**config.mk**
```make
export PLATFORM = sky130hd
export DESIGN_NAME = fb_arbiter_flat
export DESIGN_NICKNAME = d
export VERILOG_FILES = /design/src/design/scope_pkg.sv /design/src/design/pix_wr_if.sv /design/src/design/fb_arbiter.sv /design/src/flat_wrapper.sv
export SDC_FILE = /design/constraint.sdc
export NUM_CORES = 1
export LEC_CHECK = 0
export BUFFER_PORTS_ARGS = -buffer_cell sky130_fd_sc_hd__buf_2
export CAP_MARGIN = 10
export CORE_AREA = 2 2 41 43
export DETAILED_ROUTE_END_ITERATION = 8
export DIE_AREA = 0 0 43 45
export PLACE_DENSITY_LB_ADDON = 0.05
export SYNTH_ARGS = -nofsm -noshare
export SYNTH_HDL_FRONTEND = slang
export SYNTH_SLANG_ARGS = --single-unit
export TNS_END_PERCENT = 100
```
**constraint.sdc**
```tcl
create_clock -name vclk -period 0.8
set_input_delay 0 -clock vclk [all_inputs]
set_output_delay 0 -clock vclk [all_outputs]
set_load 0.03 [all_outputs]
```
**src/design/scope_pkg.sv**
```systemverilog
`default_nettype none

package scope_pkg;

  // adc sample width
  localparam int adc_bits = 10;

  // visible framebuffer and full raster geometry
  localparam int fb_width  = 32;
  localparam int fb_height = 24;
  localparam int h_total   = 40;
  localparam int v_total   = 28;

  // sync pulse placement, both active low
  localparam int hsync_start = 33;
  localparam int hsync_len   = 4;
  localparam int vsync_start = 25;
  localparam int vsync_len   = 2;

  // raster counter widths
  localparam int h_cnt_bits = 6;
  localparam int v_cnt_bits = 5;

  // framebuffer addressing, addr = y * 32 + x
  localparam int fb_x_bits    = 5;
  localparam int fb_y_bits    = 5;
  localparam int fb_addr_bits = 10;
  localparam int fb_pixels    = fb_width * fb_height;

  // sample to pixel scaling
  localparam int adc_shift = adc_bits - fb_x_bits;

  // 4 bits each of red, green, blue
  localparam int pixel_bits   = 12;
  localparam int color_bits   = 4;
  localparam int persist_bits = 3;

  typedef logic [pixel_bits-1:0] pixel_t;
  typedef logic [fb_addr_bits-1:0] fb_addr_t;

  // apb register map
  localparam int apb_addr_bits = 4;
  localparam int apb_data_bits = 32;
  localparam logic [apb_addr_bits-1:0] reg_plot_color = 4'h0;
  localparam logic [apb_addr_bits-1:0] reg_bg_color   = 4'h4;
  localparam logic [apb_addr_bits-1:0] reg_persist    = 4'h8;

  // register reset values
  localparam pixel_t plot_color_init = 12'hfff;
  localparam pixel_t bg_color_init   = 12'h000;
  localparam logic [persist_bits-1:0] persist_init = 3'd1;

endpackage

`default_nettype wire
```
**src/design/pix_wr_if.sv**
```systemverilog
`timescale 1ns/1ps
`default_nettype none

// one pixel write request, valid/ready handshake
interface pix_wr_if (
  input logic clk
);
  import scope_pkg::*;

  fb_addr_t addr;
  pixel_t   color;
  logic     valid;
  logic     ready;

  // addr and color hold while valid waits for ready
  modport writer (
    output addr,
    output color,
    output valid,
    input  ready
  );

  modport arbiter (
    input  clk,
    input  addr,
    input  color,
    input  valid,
    output ready
  );

endinterface

`default_nettype wire

```
**src/design/fb_arbiter.sv**
```systemverilog
`timescale 1ns/1ps
`default_nettype none

module fb_arbiter (
  pix_wr_if.arbiter                clr,
  pix_wr_if.arbiter                plot,
  output logic                     we,
  output scope_pkg::fb_addr_t      waddr,
  output scope_pkg::pixel_t        wdata
);

  // clear always wins and plot waits behind it
  assign clr.ready  = 1'b1;
  assign plot.ready = !clr.valid;

  assign we    = clr.valid || plot.valid;
  assign waddr = clr.valid ? clr.addr : plot.addr;
  assign wdata = clr.valid ? clr.color : plot.color;

  // a plot request held back by the clear keeps its address and colour
  assert property (@(posedge plot.clk)
    (plot.valid && !plot.ready) |=>
      (plot.valid && $stable(plot.addr) && $stable(plot.color)))
    else $error("fb_arbiter: plot request changed while waiting");

endmodule

`default_nettype wire

```
**src/flat_wrapper.sv**
```systemverilog
// flat-port wrapper written by rule: the top's interface ports become plain ports
module fb_arbiter_flat 
  (we, waddr, wdata, clk, clr_addr, clr_color, clr_valid, clr_ready, plot_addr, plot_color, plot_valid, plot_ready);
  pix_wr_if clr_i (.clk(clk));
  pix_wr_if plot_i (.clk(clk));
  output logic we;
  output scope_pkg::fb_addr_t waddr;
  output scope_pkg::pixel_t wdata;
  input wire logic clk;
  input wire logic [$bits(clr_i.addr)-1:0] clr_addr;
  input wire logic [$bits(clr_i.color)-1:0] clr_color;
  input wire logic [$bits(clr_i.valid)-1:0] clr_valid;
  output wire logic [$bits(clr_i.ready)-1:0] clr_ready;
  input wire logic [$bits(plot_i.addr)-1:0] plot_addr;
  input wire logic [$bits(plot_i.color)-1:0] plot_color;
  input wire logic [$bits(plot_i.valid)-1:0] plot_valid;
  output wire logic [$bits(plot_i.ready)-1:0] plot_ready;
  assign clr_i.addr = clr_addr;
  assign clr_i.color = clr_color;
  assign clr_i.valid = clr_valid;
  assign clr_ready = clr_i.ready;
  assign plot_i.addr = plot_addr;
  assign plot_i.color = plot_color;
  assign plot_i.valid = plot_valid;
  assign plot_ready = plot_i.ready;
  fb_arbiter u_core (.clr(clr_i), .plot(plot_i), .we(we), .waddr(waddr), .wdata(wdata));
endmodule
```
==> impl_metrics.ini <==
[cts]
cts_hold_buf = 0
post-cts-setup-buffers = 0

[power]
p_switching_w = 0.000305
p_int_w = 0.000281
clockPowerShare_pct = 0
comb_power_share_pct = 100.0
p_per_area_mw_per_mm2 = 788
power.leakage_nw = 0.471
ir_drop_v = 0.000354
share_seq_of_total_power_pct = 0
swShare_pct = 52.1
p_total_w = 0.000587

[timing]
period_minus_slack_ns = 0.780
finalWorstSetupSlack_ns = 0.0201
fmax_mhz = 1280
finalHoldViolCount = 0
rsz0062_at_grt = yes
tns_ns = 0
finalSetupViolCount = 0
slew_viol_final = 0
fin_crit_sh_pct = 97.5

[route]
ant_nets = 0
drt_wl_total_microns = 1210
wl_per_cell_microns = 10.6
drt_iter0_markers = 3
num_vias = 483
first_pass_iters = 4
drc = 0
via_per_inst = 4.24

[worst_hold_path]
hp-class = in2out

[global_routing]
grt_max_degree = 11
antenna_found_initial = 0
grt.total_usage_pct = 10.9
grt_pass1_vias = 401
grt-ovfl-total = 0
grt_pass1_wl_microns = 1680

[worst_setup_path]
critPathRequiredTime_ns = 0.80
path_cells = buf_4 > buf_12 > mux2_4 > buf_2
crit_buf_inv = 3
slowest_stage = mux2_4
cp-end-kind = primary output
cp-start-kind = primary input
critPathMaxFanout = 10
path_class = in2out
arrival_ns = 0.78
cp_top_family = buffers and inverters
crit_path_max_incr_delay_ns = 0.29

[floorplanning]
die-area_sq_mm = 0.00194
core.rowCount = 14
coreArea_sq_mm = 0.00147
die_w_microns = 43
io_pins = 72
start_util_pct = 26.4
die_y_microns = 45

[flow_run]
maxCapViolCount = 0

[finish]
layout-drive-gt1-share_pct = 98.0
clockBufferCount = 0
diodes = 0
area_delta_synth_final_pct = 91.9
nets = 147
seq_area_sq_um = 0
nFillCells = 151
seq_cells = 0
final_cell_area_sq_um = 744
instances_no_fill = 114

[synthesis]
ys_warn_count = 0
synth-seq-area-share_pct = 0
syn_nets = 76
syn-instance-count = 29
synth_cell_types = 8
synth_top_area_share_pct = 69.7
synth_top_area_cell = mux2_4
syn_area_per_cell_sq_um = 13.4
ys_top_cells_by_area = mux2_4 70%, mux2_2 12%, buf_12 10%
syn-cell-area_sq_um = 388

[place]
place_ws_ns = -0.0617
gp_congestion = 0.702
placed_cell_area_sq_um = 734
portBuffers = 70
dpl.hpwl_microns = 1130
dp_cells = 114

[outcome]
status = complete, no violations
## timing repair
action / 4_1_cts / 5_1_grt
gates resized for setup: 2 / 1
setup endpoints to repair: 19 / 9
endpoints found under the hold margin: 0 / 0
## layout make-up
type | count | area (sq um) | share of cell area, %
repair buffers | 73 | 395 | 53.1
multi-input cells | 24 | 325 | 43.7
well taps | 16 | 20.0 | 2.69
inverters | 1 | 3.75 | 0.504
## cell usage in the layout (no fill, tap or decap)
cell / Yosys / layout
buf_6: 1 / 2
buf_12: 2 / 1
or2_2: 1 / 1
inv_1: 1 / 1
buf_2: 0 / 69
mux2_2: 4 / 4
mux2_4: 18 / 18
conb_1: 1 / 1
buf_4: 1 / 1
## cells by family (layout without fill, tap and decap cells)
family        Yosys count  count (layout)  synth area share, %
mux                    22              22                 81.3
other cells             1               1                0.967
simple gates            1               1                 1.61
buf+inv                 5              74                 16.1
## worst paths after layout
path	startpoint	to	slack, ns	depth (start not counted)
setup / recovery	clr_valid	wdata[3]	0.02	4
hold / removal	plot_valid	we	0.33	3
## power groups by stage
| stage | Sequential (W) | Clock (W) | Combinational (W) |
|---|---|---|---|
| 2_1_floorplan | 0 | 0 | 0.000407 |
| 3_3_place_gp | 0 | 0 | 0.000584 |
| 6_report | 0 | 0 | 0.000587 |
| 5_1_grt | 0 | 0 | 0.000619 |
| 3_5_place_dp | 0 | 0 | 0.000586 |
| 4_1_cts | 0 | 0 | 0.000591 |
## Yosys cell counts
cell type	number
buf_4	1
inv_1	1
mux2_4	18
mux2_2	4
buf_6	1
or2_2	1
conb_1	1
buf_12	2
## per-layer routing
metal | track usage, % | routed length (microns) | vias up
li1 | - | - | 240
met1 | 12.0 | 399 | 200
met2 | 21.5 | 601 | 41
met3 | 3.60 | 201 | 2
met4 | 0 | 6 | 0
met5 | 0 | 0 | -
## through the flow
stage | hold WS, ns | utilization (%)
global placement | 0.335 | 49.9
global route | 0.344 | 50.6
finish | 0.334 | 50.6
detailed placement | 0.335 | 49.9
floorplan | 0.175 | -
CTS | 0.337 | 50.3
(Power assumes the default switching activity.)
