===== src/design/scope_pkg.sv =====
`default_nettype none

package scope_pkg;

  // adc sample width
  localparam int adc_bits = 10;

  // visible framebuffer and full raster geometry
  localparam int fb_width  = 32;
  localparam int fb_height = 24;
  localparam int h_total   = 40;
  localparam int v_total   = 28;

  // sync pulse placement, both active low
  localparam int hsync_start = 33;
  localparam int hsync_len   = 4;
  localparam int vsync_start = 25;
  localparam int vsync_len   = 2;

  // raster counter widths
  localparam int h_cnt_bits = 6;
  localparam int v_cnt_bits = 5;

  // framebuffer addressing, addr = y * 32 + x
  localparam int fb_x_bits    = 5;
  localparam int fb_y_bits    = 5;
  localparam int fb_addr_bits = 10;
  localparam int fb_pixels    = fb_width * fb_height;

  // sample to pixel scaling
  localparam int adc_shift = adc_bits - fb_x_bits;

  // 4 bits each of red, green, blue
  localparam int pixel_bits   = 12;
  localparam int color_bits   = 4;
  localparam int persist_bits = 3;

  typedef logic [pixel_bits-1:0] pixel_t;
  typedef logic [fb_addr_bits-1:0] fb_addr_t;

  // apb register map
  localparam int apb_addr_bits = 4;
  localparam int apb_data_bits = 32;
  localparam logic [apb_addr_bits-1:0] reg_plot_color = 4'h0;
  localparam logic [apb_addr_bits-1:0] reg_bg_color   = 4'h4;
  localparam logic [apb_addr_bits-1:0] reg_persist    = 4'h8;

  // register reset values
  localparam pixel_t plot_color_init = 12'hfff;
  localparam pixel_t bg_color_init   = 12'h000;
  localparam logic [persist_bits-1:0] persist_init = 3'd1;

endpackage

`default_nettype wire

===== src/design/scope_regs.sv =====
`timescale 1ns/1ps
`default_nettype none

module scope_regs (
  input  logic                                clk,
  input  logic                                reset,
  input  logic [scope_pkg::apb_addr_bits-1:0] paddr,
  input  logic                                psel,
  input  logic                                penable,
  input  logic                                pwrite,
  input  logic [scope_pkg::apb_data_bits-1:0] pwdata,
  output logic [scope_pkg::apb_data_bits-1:0] prdata,
  output logic                                pready,
  output scope_pkg::pixel_t                   plot_color,
  output scope_pkg::pixel_t                   bg_color,
  output logic [ scope_pkg::persist_bits-1:0] persist
);
  import scope_pkg::*;

  logic wr_en;

  // no wait states
  assign pready = 1'b1;

  // writes land in the access phase
  assign wr_en = psel && penable && pwrite;

  always_ff @(posedge clk) begin
    if (reset) begin
      plot_color <= plot_color_init;
      bg_color   <= bg_color_init;
      persist    <= persist_init;
    end else if (wr_en) begin
      case (paddr)
        reg_plot_color: plot_color <= pwdata[pixel_bits-1:0];
        reg_bg_color:   bg_color   <= pwdata[pixel_bits-1:0];
        reg_persist:    persist    <= pwdata[persist_bits-1:0];
        default: ;
      endcase
    end
  end

  // read mux, unmapped offsets give 0
  always_comb begin
    case (paddr)
      reg_plot_color: prdata = apb_data_bits'(plot_color);
      reg_bg_color:   prdata = apb_data_bits'(bg_color);
      reg_persist:    prdata = apb_data_bits'(persist);
      default:        prdata = '0;
    endcase
  end

  // access phase only ever follows a selected setup phase
  assert property (@(posedge clk) disable iff (reset) penable |-> psel)
    else $error("scope_regs: penable without psel");

endmodule

`default_nettype wire


===== config.mk =====
export PLATFORM = sky130hd
export DESIGN_NAME = scope_regs
export DESIGN_NICKNAME = d
export VERILOG_FILES = /design/src/design/scope_pkg.sv /design/src/design/scope_regs.sv
export SDC_FILE = /design/constraint.sdc
export NUM_CORES = 1
export LEC_CHECK = 0
export ABC_AREA = 1
export BUFFER_PORTS_ARGS = -buffer_cell sky130_fd_sc_hd__buf_2
export CORE_AREA = 8 8 73 75
export DETAILED_ROUTE_END_ITERATION = 8
export DIE_AREA = 0 0 81 83
export GPL_TIMING_DRIVEN = 0
export PLACE_DENSITY_LB_ADDON = 0.15
export SETUP_SLACK_MARGIN = 0.4
export SLEW_MARGIN = 20
export SYNTH_ARGS = -nofsm -noshare
export SYNTH_HDL_FRONTEND = slang
export SYNTH_SLANG_ARGS = --single-unit

===== constraint.sdc =====
create_clock -name clk -period 0.8 [get_ports clk]
set_input_delay 0.04 -clock clk [delete_from_list [all_inputs] [get_ports clk]]
set_output_delay 0.04 -clock clk [all_outputs]
set_load 0.01 [all_outputs]

==> impl_metrics.py <==
metrics = {
    "finish": {
        "area_growth_syn_to_layout_pct": 101,
        "share_of_the_core_filled_with_cells_pct": 73.5,
        "area_of_combinational_cells_with_multiple_inputs_um2": 1060,
        "final.fill_count": 324,
        "antenna-diode-count": 0,
        "share_of_layout_cells_above_drive_strength_1_pct": 68.5,
        "seq_area_um2": 589,
        "layout.nets": 385,
    },
    "synth": {
        "synth_cells": 229,
        "synth.distinct_cells": 17,
        "netlist_area_um2": 1540,
        "synth_warnings": 0,
        "avgSynthCellArea_um2": 6.71,
        "synth_sequential_area_ratio_pct": 35.2,
        "ys_seq_elements": 27,
    },
    "pwr": {
        "clock_network_power_share_pct": 28.2,
        "static-leakage-power_nw": 1.49,
        "power.density_nw_per_um2": 920,
        "logic_gate_share_of_total_power_pct": 24.4,
        "power_mw": 2.84,
        "power_report.internal_total_mw": 2.02,
        "power.sequential.fraction_pct": 47.4,
        "netSwitchingFraction_pct": 29.0,
        "vdd.ir_drop.worst_v": 0.000949,
        "netSwitchingPower_mw": 0.823,
    },
    "drt": {
        "number_of_optimization_iterations_in_the_first_detailed_route_pass": 4,
        "detail_route.wl_per_cell_um": 14.6,
        "antenna_left": 0,
        "via_count": 1854,
        "route.final.wire_length_um": 5770,
        "drc": 0,
        "drt-initial-drc-count": 73,
        "vias_per_cell": 4.69,
    },
    "grt": {
        "antenna_violations_before_repair": 0,
        "via_count_of_the_first_global_routing_pass": 1820,
        "grt_usage_pct": 16.9,
        "first_pass_grt_wire_length_um": 9060,
        "grt-ovfl-total": 0,
        "grt_start_max_net_pins": 16,
    },
    "status": {
        "violations_in_the_final_reports": "negative hold slack, negative setup slack",
        "run_status": "finished with violations",
    },
    "timing": {
        "grt_setup_unrepaired": "true",
        "maxSlewViolCount": 0,
        "setup_total_negative_slack_ns": -2.67,
        "postLayoutSetupSlackWorst_ns": -0.173,
        "final.period_utilization_pct": 122,
        "fin_worst_skew_ns": 0,
        "finalSetupViolations": 29,
        "period_minus_slack_ns": 0.973,
        "report.final.hold_viol_count": 8,
        "whs_ns": -0.0317,
        "max_freq_mhz": 1030,
    },
    "placed_design": {
        "io_buffers": 59,
        "routabilityCongestion": 0.790,
        "hpwl_reported_at_the_end_of_detailed_placement_um": 3570,
    },
    "cts": {
        "max-clock-path-buffers": 2,
        "cts_made_buffers": 3,
        "h-tree-depth": 1,
        "clk-insertion-delay-late_ns": 0.28,
        "tritoncts": "built",
        "clock_sinks": 27,
        "worst_setup_hold_path_clk_slew_ns": 0.10,
        "clk_root_buffer_cell": "sky130_fd_sc_hd__clkbuf_8",
    },
    "critical_path": {
        "critical_path_required_ns": 0.76,
        "reg2reg_setup_slack_ns": 0.02,
        "crit_path_max_fanout": 2,
        "crit_path_start_kind": "register",
        "critical_path_class": "reg -> out",
        "crit_path_end_kind": "output port",
        "cp.arrival_ns": 0.93,
    },
    "floorplan": {
        "core_region_um2": 4200,
        "placementRows": 24,
        "die-area_um2": 6720,
        "number_of_top_level_pins": 101,
        "die_width_um": 81,
        "floorplan.initialDensity_pct": 36.6,
        "die_height_um": 83,
    },
    "hold_path": {
        "hold_class": "in -> reg",
    },
    "flow_run": {
        "cap_violations": 0,
    },
}
[metal layers]
layer / vias to the layer above / part of all wire [%] / track usage (%)
met1: 856 / 37 / 19.1
li1: 918 / - / -
met3: 9 / 10 / 4.53
met5: - / 0 / 0
met4: 0 / 1.8 / 5.53
met2: 71 / 51 / 29.3
[final cells by class]
cell class / count / area share, %
buffer: 32 / 9.81
clock buffer: 3 / 1.34
clock inverter: 1 / 0.162
inverter: 18 / 3.12
multi-input combinational: 171 / 34.4
sequential: 27 / 19.1
tap: 52 / 2.11
timing repair buffer: 91 / 30.0
[synthesized netlist by cell type, drive strengths merged]
master | count | area share [%]
buf | 29 | 15
clkbuf | 3 | 0.73
conb | 2 | 0.49
dfxtp | 27 | 35
inv | 18 | 4.4
nand2 | 56 | 14
nand3 | 44 | 15
nor2 | 37 | 11
o21ai | 13 | 4.2
[critical path: stages (launching register included)]
cell                      delay [ns]
sky130_fd_sc_hd__dfxtp_2        0.37
sky130_fd_sc_hd__nand3_2        0.09
sky130_fd_sc_hd__nand3_2        0.10
sky130_fd_sc_hd__buf_6          0.10
[state kept, by name, indices dropped and copies added (netlist names)]
name        count
bg_color       12
plot_color     12
persist         3
[layout by cell type (no fill, tap or decap)]
master                       n
sky130_fd_sc_hd__buf_6      64
sky130_fd_sc_hd__buf_4      31
sky130_fd_sc_hd__nand3_2    25
sky130_fd_sc_hd__nand2_1    25
sky130_fd_sc_hd__nand2_2    24
sky130_fd_sc_hd__nor2_1     22
sky130_fd_sc_hd__conb_1     21
sky130_fd_sc_hd__dfxtp_2    21
sky130_fd_sc_hd__nand3_1    18
sky130_fd_sc_hd__buf_2      17
sky130_fd_sc_hd__inv_1      12
sky130_fd_sc_hd__o21ai_1    10
sky130_fd_sc_hd__nor2_4      8
sky130_fd_sc_hd__nor2_2      7
sky130_fd_sc_hd__nand2_4     6
sky130_fd_sc_hd__dfxtp_4     6
sky130_fd_sc_hd__buf_8       4
sky130_fd_sc_hd__clkbuf_8    4
sky130_fd_sc_hd__buf_12      3
sky130_fd_sc_hd__o21ai_2     3
sky130_fd_sc_hd__inv_4       2
sky130_fd_sc_hd__inv_2       2
sky130_fd_sc_hd__inv_16      1
sky130_fd_sc_hd__inv_8       1
sky130_fd_sc_hd__nand2_8     1
sky130_fd_sc_hd__nand3_4     1
sky130_fd_sc_hd__clkbuf_16   1
sky130_fd_sc_hd__clkbuf_2    1
sky130_fd_sc_hd__clkinv_2    1
sky130_fd_sc_hd__buf_16      1
[final timing paths]
path	from	endpoint	depth (start not counted)
worst max register to register	plot_color[2]	plot_color[2]	4
worst max-delay path	plot_color[1]	prdata[1]	3
worst min-delay path	pwdata[3]	plot_color[3]	3
worst min register to register	bg_color[6]	bg_color[6]	2
[cells by family after synthesis]
group,after synthesis,share of synthesized area (%)
buffers and inverters,50,19.9
DFF,27,35.2
and+or+nand+nor,137,40.3
AOI/OAI and AO/OA,13,4.23
other,2,0.488
[through the flow]
| step | instances | instance area, um^2 | setup slack, ns |
|---|---|---|---|
| floorplan | 248 | 1760 | 0.0841 |
| global placement | 359 | 2120 | -0.247 |
| detailed placement | 359 | 2120 | -0.244 |
| CTS | 385 | 2880 | -0.128 |
| global route | 395 | 3090 | -0.196 |
| finish | 395 | 3090 | -0.173 |
[power groups by stage]
stage	clock network [mW]	registers (mW)	logic (mW)
2_1_floorplan	0	1.40	0.327
3_3_place_gp	0	1.39	0.485
3_5_place_dp	0	1.39	0.490
4_1_cts	0.810	1.36	0.645
5_1_grt	0.855	1.35	0.747
6_report	0.802	1.35	0.694
[repair_timing]
| action | CTS | global route |
|---|---|---|
| pin swaps | 41 | 19 |
| setup endpoints to repair | 66 | 66 |
| gates cloned | 3 | 0 |
| hold endpoints to repair | 11 | 1 |
| buffers inserted | 19 | 10 |
| resized for setup | 124 | 35 |
Power figures use the tool's default switching activity.
