[src/design/scope_pkg.sv]
`default_nettype none

package scope_pkg;

  // adc sample width
  localparam int adc_bits = 10;

  // visible framebuffer and full raster geometry
  localparam int fb_width  = 32;
  localparam int fb_height = 24;
  localparam int h_total   = 40;
  localparam int v_total   = 28;

  // sync pulse placement, both active low
  localparam int hsync_start = 33;
  localparam int hsync_len   = 4;
  localparam int vsync_start = 25;
  localparam int vsync_len   = 2;

  // raster counter widths
  localparam int h_cnt_bits = 6;
  localparam int v_cnt_bits = 5;

  // framebuffer addressing, addr = y * 32 + x
  localparam int fb_x_bits    = 5;
  localparam int fb_y_bits    = 5;
  localparam int fb_addr_bits = 10;
  localparam int fb_pixels    = fb_width * fb_height;

  // sample to pixel scaling
  localparam int adc_shift = adc_bits - fb_x_bits;

  // 4 bits each of red, green, blue
  localparam int pixel_bits   = 12;
  localparam int color_bits   = 4;
  localparam int persist_bits = 3;

  typedef logic [pixel_bits-1:0] pixel_t;
  typedef logic [fb_addr_bits-1:0] fb_addr_t;

  // apb register map
  localparam int apb_addr_bits = 4;
  localparam int apb_data_bits = 32;
  localparam logic [apb_addr_bits-1:0] reg_plot_color = 4'h0;
  localparam logic [apb_addr_bits-1:0] reg_bg_color   = 4'h4;
  localparam logic [apb_addr_bits-1:0] reg_persist    = 4'h8;

  // register reset values
  localparam pixel_t plot_color_init = 12'hfff;
  localparam pixel_t bg_color_init   = 12'h000;
  localparam logic [persist_bits-1:0] persist_init = 3'd1;

endpackage

`default_nettype wire
[src/design/pix_wr_if.sv]
`timescale 1ns/1ps
`default_nettype none

// one pixel write request, valid/ready handshake
interface pix_wr_if (
  input logic clk
);
  import scope_pkg::*;

  fb_addr_t addr;
  pixel_t   color;
  logic     valid;
  logic     ready;

  // addr and color hold while valid waits for ready
  modport writer (
    output addr,
    output color,
    output valid,
    input  ready
  );

  modport arbiter (
    input  clk,
    input  addr,
    input  color,
    input  valid,
    output ready
  );

endinterface

`default_nettype wire

[src/design/point_plotter.sv]
`timescale 1ns/1ps
`default_nettype none

module point_plotter (
  input  logic                           clk,
  input  logic                           reset,
  input  logic [scope_pkg::adc_bits-1:0] adc_x,
  input  logic [scope_pkg::adc_bits-1:0] adc_y,
  input  logic                           adc_valid,
  output logic                           adc_ready,
  input  scope_pkg::pixel_t              plot_color,
  input  logic                           clear_busy,
  pix_wr_if.writer                       wr
);
  import scope_pkg::*;

  // stage 1, scaled sample
  logic                 s1_valid;
  logic [fb_x_bits-1:0] s1_x;
  logic [fb_y_bits-1:0] s1_y;

  logic s2_free;
  logic s1_free;
  logic take;
  logic s1_on_screen;

  // stage 2 is the write request itself
  assign s2_free      = !wr.valid || wr.ready;
  assign s1_free      = !s1_valid || s2_free;
  assign adc_ready    = s1_free && !clear_busy;
  assign take         = adc_valid && adc_ready;
  assign s1_on_screen = s1_y < fb_y_bits'(fb_height);

  always_ff @(posedge clk) begin
    if (reset) begin
      s1_valid <= 1'b0;
    end else if (s1_free) begin
      s1_valid <= take;
    end
  end

  always_ff @(posedge clk) begin
    if (take) begin
      s1_x <= fb_x_bits'(adc_x >> adc_shift);
      s1_y <= fb_y_bits'(adc_y >> adc_shift);
    end
  end

  // points below the visible area are dropped here
  always_ff @(posedge clk) begin
    if (reset) begin
      wr.valid <= 1'b0;
    end else if (s2_free) begin
      wr.valid <= s1_valid && s1_on_screen;
    end
  end

  always_ff @(posedge clk) begin
    if (s2_free && s1_valid) begin
      wr.addr  <= {s1_y, s1_x};
      wr.color <= plot_color;
    end
  end

endmodule

`default_nettype wire

[src/flat_wrapper.sv]
// flat-port wrapper written by rule: the top's interface ports become plain ports
module point_plotter_flat import scope_pkg::*;
  (clk, reset, adc_x, adc_y, adc_valid, adc_ready, plot_color, clear_busy, wr_addr, wr_color, wr_valid, wr_ready);
  pix_wr_if wr_i (.clk(clk));
  input  logic clk;
  input  logic reset;
  input  logic [scope_pkg::adc_bits-1:0] adc_x;
  input  logic [scope_pkg::adc_bits-1:0] adc_y;
  input  logic adc_valid;
  output logic adc_ready;
  input  scope_pkg::pixel_t plot_color;
  input  logic clear_busy;
  output wire logic [$bits(wr_i.addr)-1:0] wr_addr;
  output wire logic [$bits(wr_i.color)-1:0] wr_color;
  output wire logic [$bits(wr_i.valid)-1:0] wr_valid;
  input wire logic [$bits(wr_i.ready)-1:0] wr_ready;
  assign wr_addr = wr_i.addr;
  assign wr_color = wr_i.color;
  assign wr_valid = wr_i.valid;
  assign wr_i.ready = wr_ready;
  point_plotter u_core (.clk(clk), .reset(reset), .adc_x(adc_x), .adc_y(adc_y), .adc_valid(adc_valid), .adc_ready(adc_ready), .plot_color(plot_color), .clear_busy(clear_busy), .wr(wr_i));
endmodule
[config.mk]
export PLATFORM = sky130hd
export DESIGN_NAME = point_plotter_flat
export DESIGN_NICKNAME = d
export VERILOG_FILES = /design/src/design/scope_pkg.sv /design/src/design/pix_wr_if.sv /design/src/design/point_plotter.sv /design/src/flat_wrapper.sv
export SDC_FILE = /design/constraint.sdc
export NUM_CORES = 1
export LEC_CHECK = 0
export BUFFER_PORTS_ARGS = -buffer_cell sky130_fd_sc_hd__clkbuf_2
export CAP_MARGIN = 10
export CORE_MARGIN = 10
export CORE_UTILIZATION = 38
export CTS_CLUSTER_SIZE = 8
export DETAILED_ROUTE_END_ITERATION = 12
export HOLD_SLACK_MARGIN = 0.15
export PLACE_DENSITY_LB_ADDON = 0.2
export SLEW_MARGIN = 0
export SYNTH_ARGS = -nofsm -noshare
export SYNTH_HDL_FRONTEND = slang
export SYNTH_SLANG_ARGS = --single-unit
[constraint.sdc]
create_clock -name clk -period 1.5 [get_ports clk]
set_input_delay 0.3 -clock clk [delete_from_list [all_inputs] [get_ports clk]]
set_output_delay 0.3 -clock clk [all_outputs]
set_load 0.01 [all_outputs]
==> impl_metrics.toml <==
[cells_and_area]
nNetsFinal = 163
fillCellCount = 201
diodes = 0
instances_no_fill = 158
area_delta_synth_final_pct = 60.1
drive_gt1_share_pct = 49.6

[synth]
yosys_register_bits = 34
avgSynthCellArea_um2 = 24.3
synth_xor_area_share_pct = 0
synth_area_leaders = "edfxtp_1 (90%), dfxtp_1 (3.7%), a21oi_1 (1.4%), nand2b_1 (1.2%), a21bo_1 (0.94%)"
syn-instance-count = 44
async_reset_ff_share_pct = 0
synth_enable_flop_cells = 32
yosys_most_used_dff = "edfxtp_1"
syn_area_mm2 = 0.00107
seq_area_frac_synth_pct = 93.7
yosys.area.top_type = "edfxtp_1"
muxShareOfSynthArea_pct = 0
synthSimpleGateAreaFrac_pct = 3.16
synth.most_common_cell = "edfxtp_1"
synth_top_area_share_pct = 89.9
yosysWarnings = 0
synth_compound_area_share_pct = 3.16
syn_nets = 81
yosys-top-cells-count = "edfxtp_1 (32), a21oi_1 (3), dfxtp_1 (2), nand2b_1 (2)"
synth_adder_area_share_pct = 0
synth_top_family_by_area = "compound AO/OA/AOI/OAI gates"
ys_types = 9

[drt]
vias = 703
drc_errors = 0
drt_pass1_iterations = 4
wirelength_um = 2380
wl_per_cell_um = 15.0
antenna_left = 0
routed_via_density = 4.45
drt_iter0_markers = 41

[setup_path]
slowest_delay_ns = 0.36
endpoint_kind = "output port"
startpoint_type = "register"
cp.buffers_inverters = 1
ff2ff_setup_slack_ns = 0.21
crit_fanout = 4
required_ns = 1.20
critical_path_arrival_ns = 1.09
slowest_stage = "dfxtp_2"
cp_cell_sequence = "nor2b_1 -> a21oi_1 -> buf_2"
worstSetupPathType = "reg -> out"
cp_top_family = "flip-flops"

[sta]
fmax_mhz = 719
slew_headroom_pct = 66.2
worst_slew_pin_slew_ns = 0.506
rsz0062_at_grt = "no"
report.final.slew_viol_count = 0
holdWs_ns = 0.211
min_period_ns = 1.39
period_share_pct = 92.8
hold_violations = 0
fin_worst_skew_ns = 0.0112
setup-violations-final = 0
finalSetupTns_ns = 0

[pwr]
total_power_mw = 2.04
ir_worst_vdd_uv = 862
p_per_area_mw_per_mm2 = 1200
p_leak_nw = 0.703

[cts]
clock_path_buffers = 2
h-tree-depth = 2
cts.clk_slew.worst_paths_ns = 0.11
cts_root_buffer = "clkbuf_4"
cts_buffers = 5
clock_latency_ns = 0.33
cts_tree = "done"
cts.sinks = 34

[global_routing]
groute.usage.overall_pct = 8.98
grt_max_degree = 23
overflow = 0
grt_pass1_vias = 727
grt_first_pass_wirelength_um = 3560
antenna_found_initial = 0

[floorplanning]
boundaryPins = 61
core_area_mm2 = 0.00273
die-area_mm2 = 0.00533
die_h_um = 73.0
start_util_pct = 39.1
die_w_um = 73.0
rows = 19

[placed_design]
routabilityCongestion = 0.713
dpl.cell_count = 127
dp_hpwl_um = 1650
numPortBuffers = 50

[hold_path]
hp-class = "in -> reg"

[job]
maxCapViolCount = 0

[status]
status = "finished clean"
## through the flow
step / utilization (%) / worst slack (ns) / area, um^2
floorplan: - / 0.0720 / 1070
CTS: 62.5 / 0.0574 / 1710
detailed placement: 50.2 / 0.112 / 1370
global placement: 50.2 / 0.148 / 1370
global route: 62.6 / 0.0146 / 1710
finish: 62.6 / 0.108 / 1710
## layout by cell type (no fill, tap or decap)
master / n
a21bo_1: 1
a21oi_1: 3
a21oi_2: 1
and2_2: 1
buf_2: 1
buf_4: 2
bufinv_16: 2
clkbuf_2: 49
clkbuf_4: 5
clkinv_4: 1
dfxtp_1: 1
dfxtp_2: 1
dlygate4sd3_1: 23
edfxtp_1: 32
nand2b_1: 2
nand3b_1: 1
nor2b_1: 1
## repair_timing
item                       CTS  global route
hold endpoints to repair    24             0
buffers inserted             0             0
resized for setup            0             2
hold buffers                23             0
setup endpoints to repair    0             1
## worst register-to-register path, delay by kind of cell (launching register included)
kind,cells,cell delay [ns]
flops,1,0.35
simple gates,2,0.58
## routing by layer
layer  wire [um]  GRT usage (%)  up-vias
li1            -              -      336
met1         782           8.27      327
met2        1210           14.8       37
met3         349           5.58        3
met4          30           5.06        0
met5           0              0        -
## cell type report
cell class,instances,area [um^2],share of cell area (%)
timing repair buffer,75,495,29.0
multi-input combinational,10,67.6,3.95
clock buffer,5,37.5,2.19
clock inverter,3,68.8,4.02
sequential,34,1000,58.6
tap,31,38.8,2.27
## power by group
part	switching, mW	total (mW)	internal [mW]
combinational	0.0542	0.137	0.0825
sequential	0.00954	1.08	1.07
clock	0.304	0.825	0.521
## cells by family after synthesis
logic type and after synthesis:
AO/OA/AOI/OAI 5, flip-flops 34, AND/OR/NAND/NOR 5
## registers in the layout, summed over array words and instances (netlist names)
register and flops:
u_core.wr.color 12, u_core.s1_y 5, u_core.wr.valid 1, u_core.s1_x 5
u_core.wr.addr 10, u_core.s1_valid 1
## path summary, 6_finish.rpt
kind / start / endpoint / cells after the start
setup / recovery: u_core.wr.valid$_SDFFE_PP0P_ / adc_ready / 3
hold / removal: adc_valid / u_core.s1_valid$_SDFFE_PP0P_ / 3
setup reg to reg: u_core.wr.valid$_SDFFE_PP0P_ / u_core.wr.addr[5]$_DFFE_PP_ / 2
hold reg to reg: u_core.s1_x[4]$_DFFE_PP_ / u_core.wr.addr[4]$_DFFE_PP_ / 0
No activity file was read; power rests on OpenSTA's default activity.
