## src/design/scope_pkg.sv

```systemverilog
`default_nettype none

package scope_pkg;

  // adc sample width
  localparam int adc_bits = 10;

  // visible framebuffer and full raster geometry
  localparam int fb_width  = 32;
  localparam int fb_height = 24;
  localparam int h_total   = 40;
  localparam int v_total   = 28;

  // sync pulse placement, both active low
  localparam int hsync_start = 33;
  localparam int hsync_len   = 4;
  localparam int vsync_start = 25;
  localparam int vsync_len   = 2;

  // raster counter widths
  localparam int h_cnt_bits = 6;
  localparam int v_cnt_bits = 5;

  // framebuffer addressing, addr = y * 32 + x
  localparam int fb_x_bits    = 5;
  localparam int fb_y_bits    = 5;
  localparam int fb_addr_bits = 10;
  localparam int fb_pixels    = fb_width * fb_height;

  // sample to pixel scaling
  localparam int adc_shift = adc_bits - fb_x_bits;

  // 4 bits each of red, green, blue
  localparam int pixel_bits   = 12;
  localparam int color_bits   = 4;
  localparam int persist_bits = 3;

  typedef logic [pixel_bits-1:0] pixel_t;
  typedef logic [fb_addr_bits-1:0] fb_addr_t;

  // apb register map
  localparam int apb_addr_bits = 4;
  localparam int apb_data_bits = 32;
  localparam logic [apb_addr_bits-1:0] reg_plot_color = 4'h0;
  localparam logic [apb_addr_bits-1:0] reg_bg_color   = 4'h4;
  localparam logic [apb_addr_bits-1:0] reg_persist    = 4'h8;

  // register reset values
  localparam pixel_t plot_color_init = 12'hfff;
  localparam pixel_t bg_color_init   = 12'h000;
  localparam logic [persist_bits-1:0] persist_init = 3'd1;

endpackage

`default_nettype wire
```

## src/design/raster_scan.sv

```systemverilog
`timescale 1ns/1ps
`default_nettype none

module raster_scan (
  input  logic                               clk,
  input  logic                               reset,
  input  logic [scope_pkg::persist_bits-1:0] persist,
  input  logic                               display_en,
  input  scope_pkg::pixel_t                  rdata,
  output scope_pkg::fb_addr_t                raddr,
  output logic                               swap_req,
  output logic [  scope_pkg::color_bits-1:0] vga_red,
  output logic [  scope_pkg::color_bits-1:0] vga_grn,
  output logic [  scope_pkg::color_bits-1:0] vga_blu,
  output logic                               vga_hsync,
  output logic                               vga_vsync,
  output logic                               vga_de
);
  import scope_pkg::*;

  logic [h_cnt_bits-1:0]   h_cnt;
  logic [v_cnt_bits-1:0]   v_cnt;
  logic [persist_bits-1:0] frame_cnt;
  logic [persist_bits-1:0] persist_eff;

  logic line_end;
  logic frame_end;
  logic visible;
  logic hsync_on;
  logic vsync_on;
  logic swap_due;

  assign line_end  = h_cnt == h_cnt_bits'(h_total - 1);
  // last pixel before line 24
  assign frame_end = line_end && (v_cnt == v_cnt_bits'(fb_height - 1));

  always_ff @(posedge clk) begin
    if (reset) begin
      h_cnt <= '0;
      v_cnt <= '0;
    end else if (line_end) begin
      h_cnt <= '0;
      if (v_cnt == v_cnt_bits'(v_total - 1)) begin
        v_cnt <= '0;
      end else begin
        v_cnt <= v_cnt + 1'b1;
      end
    end else begin
      h_cnt <= h_cnt + 1'b1;
    end
  end

  assign visible = (h_cnt < h_cnt_bits'(fb_width)) && (v_cnt < v_cnt_bits'(fb_height));

  // park the address during blanking to stay inside the bank
  assign raddr = visible ? {v_cnt[fb_y_bits-1:0], h_cnt[fb_x_bits-1:0]} : '0;

  assign hsync_on = (h_cnt >= h_cnt_bits'(hsync_start)) &&
                    (h_cnt < h_cnt_bits'(hsync_start + hsync_len));
  assign vsync_on = (v_cnt >= v_cnt_bits'(vsync_start)) &&
                    (v_cnt < v_cnt_bits'(vsync_start + vsync_len));

  // one cycle behind the counters, colour and timing together
  always_ff @(posedge clk) begin
    if (reset) begin
      vga_hsync <= 1'b1;
      vga_vsync <= 1'b1;
      vga_de    <= 1'b0;
      vga_red   <= '0;
      vga_grn   <= '0;
      vga_blu   <= '0;
    end else begin
      vga_hsync <= !hsync_on;
      vga_vsync <= !vsync_on;
      vga_de    <= visible;
      if (visible && display_en) begin
        {vga_red, vga_grn, vga_blu} <= rdata;
      end else begin
        vga_red <= '0;
        vga_grn <= '0;
        vga_blu <= '0;
      end
    end
  end

  // persistence, 0 behaves like 1
  assign persist_eff = (persist == '0) ? persist_bits'(1) : persist;
  assign swap_due    = frame_cnt >= (persist_eff - 1'b1);

  always_ff @(posedge clk) begin
    if (reset) begin
      frame_cnt <= '0;
      swap_req  <= 1'b0;
    end else begin
      swap_req <= frame_end && swap_due;
      if (frame_end) begin
        frame_cnt <= swap_due ? '0 : frame_cnt + 1'b1;
      end
    end
  end

endmodule

`default_nettype wire

```

## config.mk

```make
export PLATFORM = sky130hd
export DESIGN_NAME = raster_scan
export DESIGN_NICKNAME = d
export VERILOG_FILES = /design/src/design/scope_pkg.sv /design/src/design/raster_scan.sv
export SDC_FILE = /design/constraint.sdc
export NUM_CORES = 1
export LEC_CHECK = 0
export BUFFER_PORTS_ARGS = -buffer_cell sky130_fd_sc_hd__buf_2
export CAP_MARGIN = 0
export CORE_MARGIN = 3
export CORE_UTILIZATION = 51
export CTS_BUF_LIST = sky130_fd_sc_hd__clkbuf_4
export DETAILED_ROUTE_END_ITERATION = 10
export PLACE_DENSITY_LB_ADDON = 0.25
export SYNTH_ARGS = -nofsm -noshare
export SYNTH_HDL_FRONTEND = slang
export SYNTH_SLANG_ARGS = --single-unit
```

## constraint.sdc

```tcl
create_clock -name clk -period 2.15 [get_ports clk]
set_clock_uncertainty 0.1 [all_clocks]
set_input_delay 0.215 -clock clk [delete_from_list [all_inputs] [get_ports clk]]
set_output_delay 0.215 -clock clk [all_outputs]
set_load 0.02 [all_outputs]
```

==> metrics.cfg, run 1 <==
[global_route]
grt_max_degree=17
overflow=0
antenna_found_initial=0
grt_pass1_wl_mm=4.62
grt_pass1_vias=1085
grtUsageTotal_pct=18.1

[die]
initial_utilization_pct=57.1
dieArea_mm2=0.00327
row_count=17
coreArea_mm2=0.00234
die_y_um=57.2
die_w_um=57.2
io_pins=44

[routing]
via_per_inst=5.11
postRouteAntennaNets=0
drc_errors=0
vias=1150
drt_iter0_drc=26
drt_first_pass_iters=4
wirelength_mm=2.78
wl_per_cell_um=12.4

[placed_design]
hpwl_mm=1.88
gp_congestion=0.752
io_buffers=43
dpl_cell_area_mm2=0.00155

[cells_and_area]
layout_commonest_cell=buf_2
nNetsFinal=225
antennaDiodeCount=0
area_growth_pct=30.7
layout-drive-gt1-share_pct=27.4
layout_common_cells=buf_2 (43), dfxtp_1 (30), and2_1 (22), dlygate4sd3_1 (12), ha_1 (10)
design_area_mm2=0.00175

[cts]
ctsHtreeMaxLevel=2
clockRootBuffer=clkbuf_4
tritoncts=yes
clkTransAtPathRegs_ns=0.09
cts.sinks=30
insertion_delay_ns=0.32
cts_inserted_buffers=5
cts_buffer_depth=2

[outcome]
outcome=finished, final reports clean

[min_path]
hold_path_class=input port to flip-flop
hp-start=reset

[critical_path]
critical_path_required_ns=2.29
worstSetupPathType=flip-flop to flip-flop
path_max_fanout=8
end_kind=flip-flop
crit_start=h_cnt[5]
arrival_ns=1.91
r2r_start=h_cnt[5]
startpoint_type=flip-flop

[logic_synthesis]
yosysSeqAreaShare_pct=45.0
syn-num-nets=168
synthFlopType=dfxtp_1
synth-seq-cells=30
synth_edf_count=0
yosysUniqueCellTypes=33
synth_warnings=0
syn_area_mm2=0.00134
syn_avg_cell_area_um2=9.54
synthArstFlopShare_pct=0
synthCells=140

[sta]
fin_tns_setup_ns=0
fin_crit_sh_pct=81.9
slew_violations=0
fmax_mhz=568
setup_viol=0
hold_viol_final=0
tightestPinTransition_ns=0.403
maxSlewHeadroom_pct=73.0
period_minus_slack_ns=1.76
rsz0062_at_grt=no

[pwr]
ir_drop_uv=494
p_leak_nw=0.827
powerDensity_mw_per_mm2=638

[job]
max_cap_violations=0

[power breakdown]
part	internal [W]	switching [W]	total, W	leakage (nW)
clock network	0.000235	0.000184	0.000419	0.0387
logic	0.0000573	0.0000575	0.000115	0.543
registers	0.000570	0.00000910	0.000579	0.245
[kinds of logic (layout without fill, tap and decap cells)]
group | after synthesis | in the layout | share of synthesized area [%]
simple gates | 64 | 64 | 27.0
flops | 30 | 30 | 45.0
compound gates | 16 | 16 | 9.00
buf+inv | 13 | 70 | 4.87
fa+ha+maj | 10 | 10 | 9.37
xor+xnor | 5 | 5 | 3.28
mux | 2 | 2 | 1.50
[sequential cells by signal, indices dropped and copies added, names as in the netlist]
signal / count
h_cnt: 6
vga_hsync: 1
vga_red: 4
v_cnt: 5
vga_vsync: 1
vga_grn: 4
swap_req: 1
vga_blu: 4
vga_de: 1
frame_cnt: 3
[critical path, stage by stage (launching register included)]
cell and delay [ns]:
dfxtp_1 0.40, nor3b_4 0.36, and3_1 0.41, a41oi_2 0.17, a311oi_2 0.25
[routing by layer]
layer	wire length (um)	vias to the layer above	global-route usage (%)
li1	-	590	-
met3	136	4	6.33
met5	0	-	0
met4	25	0	4.64
met1	1160	529	19.5
met2	1460	27	33.3
[worst paths after layout]
| kind | to | slack [ns] | cells past startpoint |
|---|---|---|---|
| max reg2reg | v_cnt[3] | 0.39 | 4 |
| max | v_cnt[3] | 0.39 | 4 |
| min | h_cnt[2] | 0.15 | 2 |
| min reg2reg | frame_cnt[0] | 0.38 | 2 |
[Yosys cell counts (2+ instances only)]
master    instances  area share (%)
and2_1           22              10
and3_1            4             1.9
xnor2_1           3             2.0
nor2_1            9             2.5
nand2_1           8             2.2
ha_1             10             9.4
xor2_1            2             1.3
buf_6             2             1.7
nor3_1            5             1.9
nand3_1           9             3.4
inv_1             7             2.0
clkbuf_1          2            0.56
mux2i_1           2             1.5
a21oi_1           7             2.6
dfxtp_1          30              45
[through the flow]
step                      instances  power [W]  setup WS [ns]  utilization [%]  hold slack [ns]
after detailed placement        206   0.000690          0.120             66.4            0.321
after global routing            225    0.00117          0.258             74.6            0.147
after global placement          206   0.000686          0.200             66.4            0.314
after floorplan                 140   0.000656          0.389                -            0.237
final                           225    0.00111          0.389             74.6            0.147
after CTS                       225    0.00113          0.394             74.6            0.139
[final cells by class]
class / count / area, um^2
multi-input cells: 97 / 669
flip-flops and latches: 30 / 601
fillers: 176 / 594
repair buffers: 56 / 343
clock buffers: 5 / 37.5
well taps: 28 / 35.0
clock inverters: 2 / 33.8
inverters: 7 / 26.3
[timing repair]
action / CTS / global route
hold buffers: 12 / 0
buffers inserted: 0 / 0
hold endpoints to repair: 12 / 0
gates resized for setup: 0 / 0
No activity file was read; power rests on OpenSTA's default activity.
==> run 2: changes to the inputs <==
--- a/config.mk
+++ b/config.mk
@@ -5,10 +5,11 @@
 export SDC_FILE = /design/constraint.sdc
 export NUM_CORES = 1
 export LEC_CHECK = 0
+export ABC_AREA = 1
 export BUFFER_PORTS_ARGS = -buffer_cell sky130_fd_sc_hd__buf_2
 export CAP_MARGIN = 0
 export CORE_MARGIN = 3
-export CORE_UTILIZATION = 51
+export CORE_UTILIZATION = 53
 export CTS_BUF_LIST = sky130_fd_sc_hd__clkbuf_4
 export DETAILED_ROUTE_END_ITERATION = 10
 export PLACE_DENSITY_LB_ADDON = 0.25
==> constraint.sdc (replaced) <==
create_clock -name clk -period 1.8 [get_ports clk]
set_clock_uncertainty 0.1 [all_clocks]
set_input_delay 0.18 -clock clk [delete_from_list [all_inputs] [get_ports clk]]
set_output_delay 0.18 -clock clk [all_outputs]
set_load 0.02 [all_outputs]
==> metrics.cfg, run 2 <==
[critical_path]
crit_chain=nand2_2 -> inv_2 -> nor2_2 -> inv_2 -> buf_4 -> nor2_1 -> buf_4
critical_path_required_ns=1.52
path_delay_family=buffers and inverters
worstSetupPathType=flip-flop to output port
rrSetupSlack_ns=0.27
critPathMaxStageDelay_ns=0.36
end_kind=output port
reg2reg_to=frame_cnt[1]
r2r_start=h_cnt[0]
critPathSlowestCell=dfxtp_2
startpoint_type=flip-flop
worst-path-buf-inv=4
r2r_cells=6
path_max_fanout=10
arrival_ns=1.42

[global_route]
grtUsageTotal_pct=19.8
antenna_found_initial=0
overflow=0
grt_max_degree=11
grt_pass1_wl_mm=5.18
grt_pass1_vias=1216

[job]
max_cap_violations=0

[placed_design]
gp_congestion=0.761
dp_cells=261
hpwl_mm=2.04
pre_cts_slack_ns=0.0723
io_buffers=43

[cts]
clkTransAtPathRegs_ns=0.10
post_cts_buffers=0
cts_inserted_buffers=5
cts_buffer_depth=2
clockRootBuffer=clkbuf_4
tritoncts=yes
insertion_delay_ns=0.33
cts.sinks=30
ctsHtreeMaxLevel=2

[routing]
postRouteAntennaNets=0
drt_first_pass_iters=4
drt_iter0_drc=53
wl_per_cell_um=10.9
vias=1317
drc_errors=0
wirelength_mm=3.07
via_per_inst=4.69

[min_path]
hold-path-endpoint=vga_red[3]
min_path_cells=3
hold_path_class=input port to flip-flop
hp-start=display_en

[sta]
period_minus_slack_ns=1.70
finalWorstSetupSlack_ns=0.105
hold_viol_final=0
slew_violations=0
maxSlewHeadroom_pct=82.1
tightestPinTransition_ns=0.269
fmax_mhz=590
setup_viol=0
fin_crit_sh_pct=94.2

[cells_and_area]
regMostFlops=h_cnt
largest_reg_flops=6
post-route-util_pct=75.4
final_cells=281
reg.largest.list=h_cnt (6), v_cnt (5)
antennaDiodeCount=0
layout-drive-gt1-share_pct=33.1
area_growth_pct=30.0
layout_commonest_cell=buf_2
nNetsFinal=279
layout_common_cells=buf_2 (41), inv_1 (32), nor2_1 (32), dfxtp_1 (29), nand2_1 (21)

[outcome]
outcome=finished, final reports clean

[pwr]
powerDensity_mw_per_mm2=635
ir_drop_uv=620
p_leak_nw=0.984

[die]
coreArea_mm2=0.00259
io_pins=44
die_w_um=59.2
dieArea_mm2=0.00351
row_count=18
die_y_um=59.2
initial_utilization_pct=58.0

[logic_synthesis]
synth_area_leaders=dfxtp_1 (40%), nor2_4 (9.7%), ha_1 (8.3%)
synth-seq-cells=30
synth_edf_count=0
synthFlopType=dfxtp_1
syn-num-nets=216
yosysSeqAreaShare_pct=40.0
synthCells=188
synth.largest_area_cell=dfxtp_1
syn_area_mm2=0.00150
synth_warnings=0
syn_avg_cell_area_um2=7.99
synth_top_area_share_pct=40.0
yosysUniqueCellTypes=25
synth.top_cells.by_count=inv_1 (32), nor2_1 (32), dfxtp_1 (30)
synthArstFlopShare_pct=0

## run 2: changes by cell type after synthesis, moves of 5 or more
cell and delta:
inv_1 +25, and2_1 -22, nor2_4 +13, inv_2 +5
nand2_1 +13, nor2_1 +23
## run 2: kinds of logic after synthesis
family / synth area share, %
simple gates: 33.1
buf+inv: 10.9
flops: 40.0
compound gates: 4.83
fa+ha+maj: 8.33
xor+xnor: 2.91
## run 2: worst max-delay path by stage
stage,from,to,slack (ns),depth (start not counted)
finish,v_cnt[4],raddr[4],0.10,7
global route,v_cnt[4],raddr[4],-0.03,7
detailed placement,persist[2],frame_cnt[1],0.07,11
floorplan,persist[2],frame_cnt[0],0.30,10
CTS,v_cnt[4],raddr[4],0.09,7
global placement,persist[2],frame_cnt[1],0.11,11
## run 2: power breakdown
group | total, W | switching [W] | internal (W)
clock network | 0.000372 | 0.000232 | 0.000140
logic | 0.000177 | 0.0000969 | 0.0000802
registers | 0.000691 | 0.0000108 | 0.000681
total | 0.00124 | 0.000339 | 0.000901
## run 2: timing repair
action                                 in CTS  in global routing
setup endpoints to repair                   0                  4
hold buffers                               13                  0
resized for setup                           0                  3
endpoints found under the hold margin      15                  0
## run 2: through the flow
step	total power, W	area, um^2	setup TNS [ns]	hold slack (ns)
floorplan	0.000805	1500	0	0.149
global placement	0.000855	1770	0	0.295
detailed placement	0.000859	1770	0	0.303
CTS	0.00125	1950	0	0.120
global route	0.00130	1950	-0.0264	0.124
finish	0.00124	1950	0	0.128
## run 2: cell type report
class                   count  area [um^2]
well taps                  30         37.5
clock buffers               5         37.5
fillers                   201          637
flip-flops and latches     30          602
multi-input cells         117          738
clock inverters             2         10.0
repair buffers             59          385
inverters                  38          143
## run 2: routing by layer
metal  share of wire, %  global-route usage [%]  up-vias
met5                  0                       0        -
met3                4.2                    7.19        3
met1                 42                    23.5      593
met2                 53                    33.4       24
met4               0.72                    5.50        0
li1                   -                       -      697
## run 2: worst min-delay path: cells and delay by family
family                 cells  cell delay, ns
AND/OR/NAND/NOR            2            0.27
buffers and inverters      1            0.08
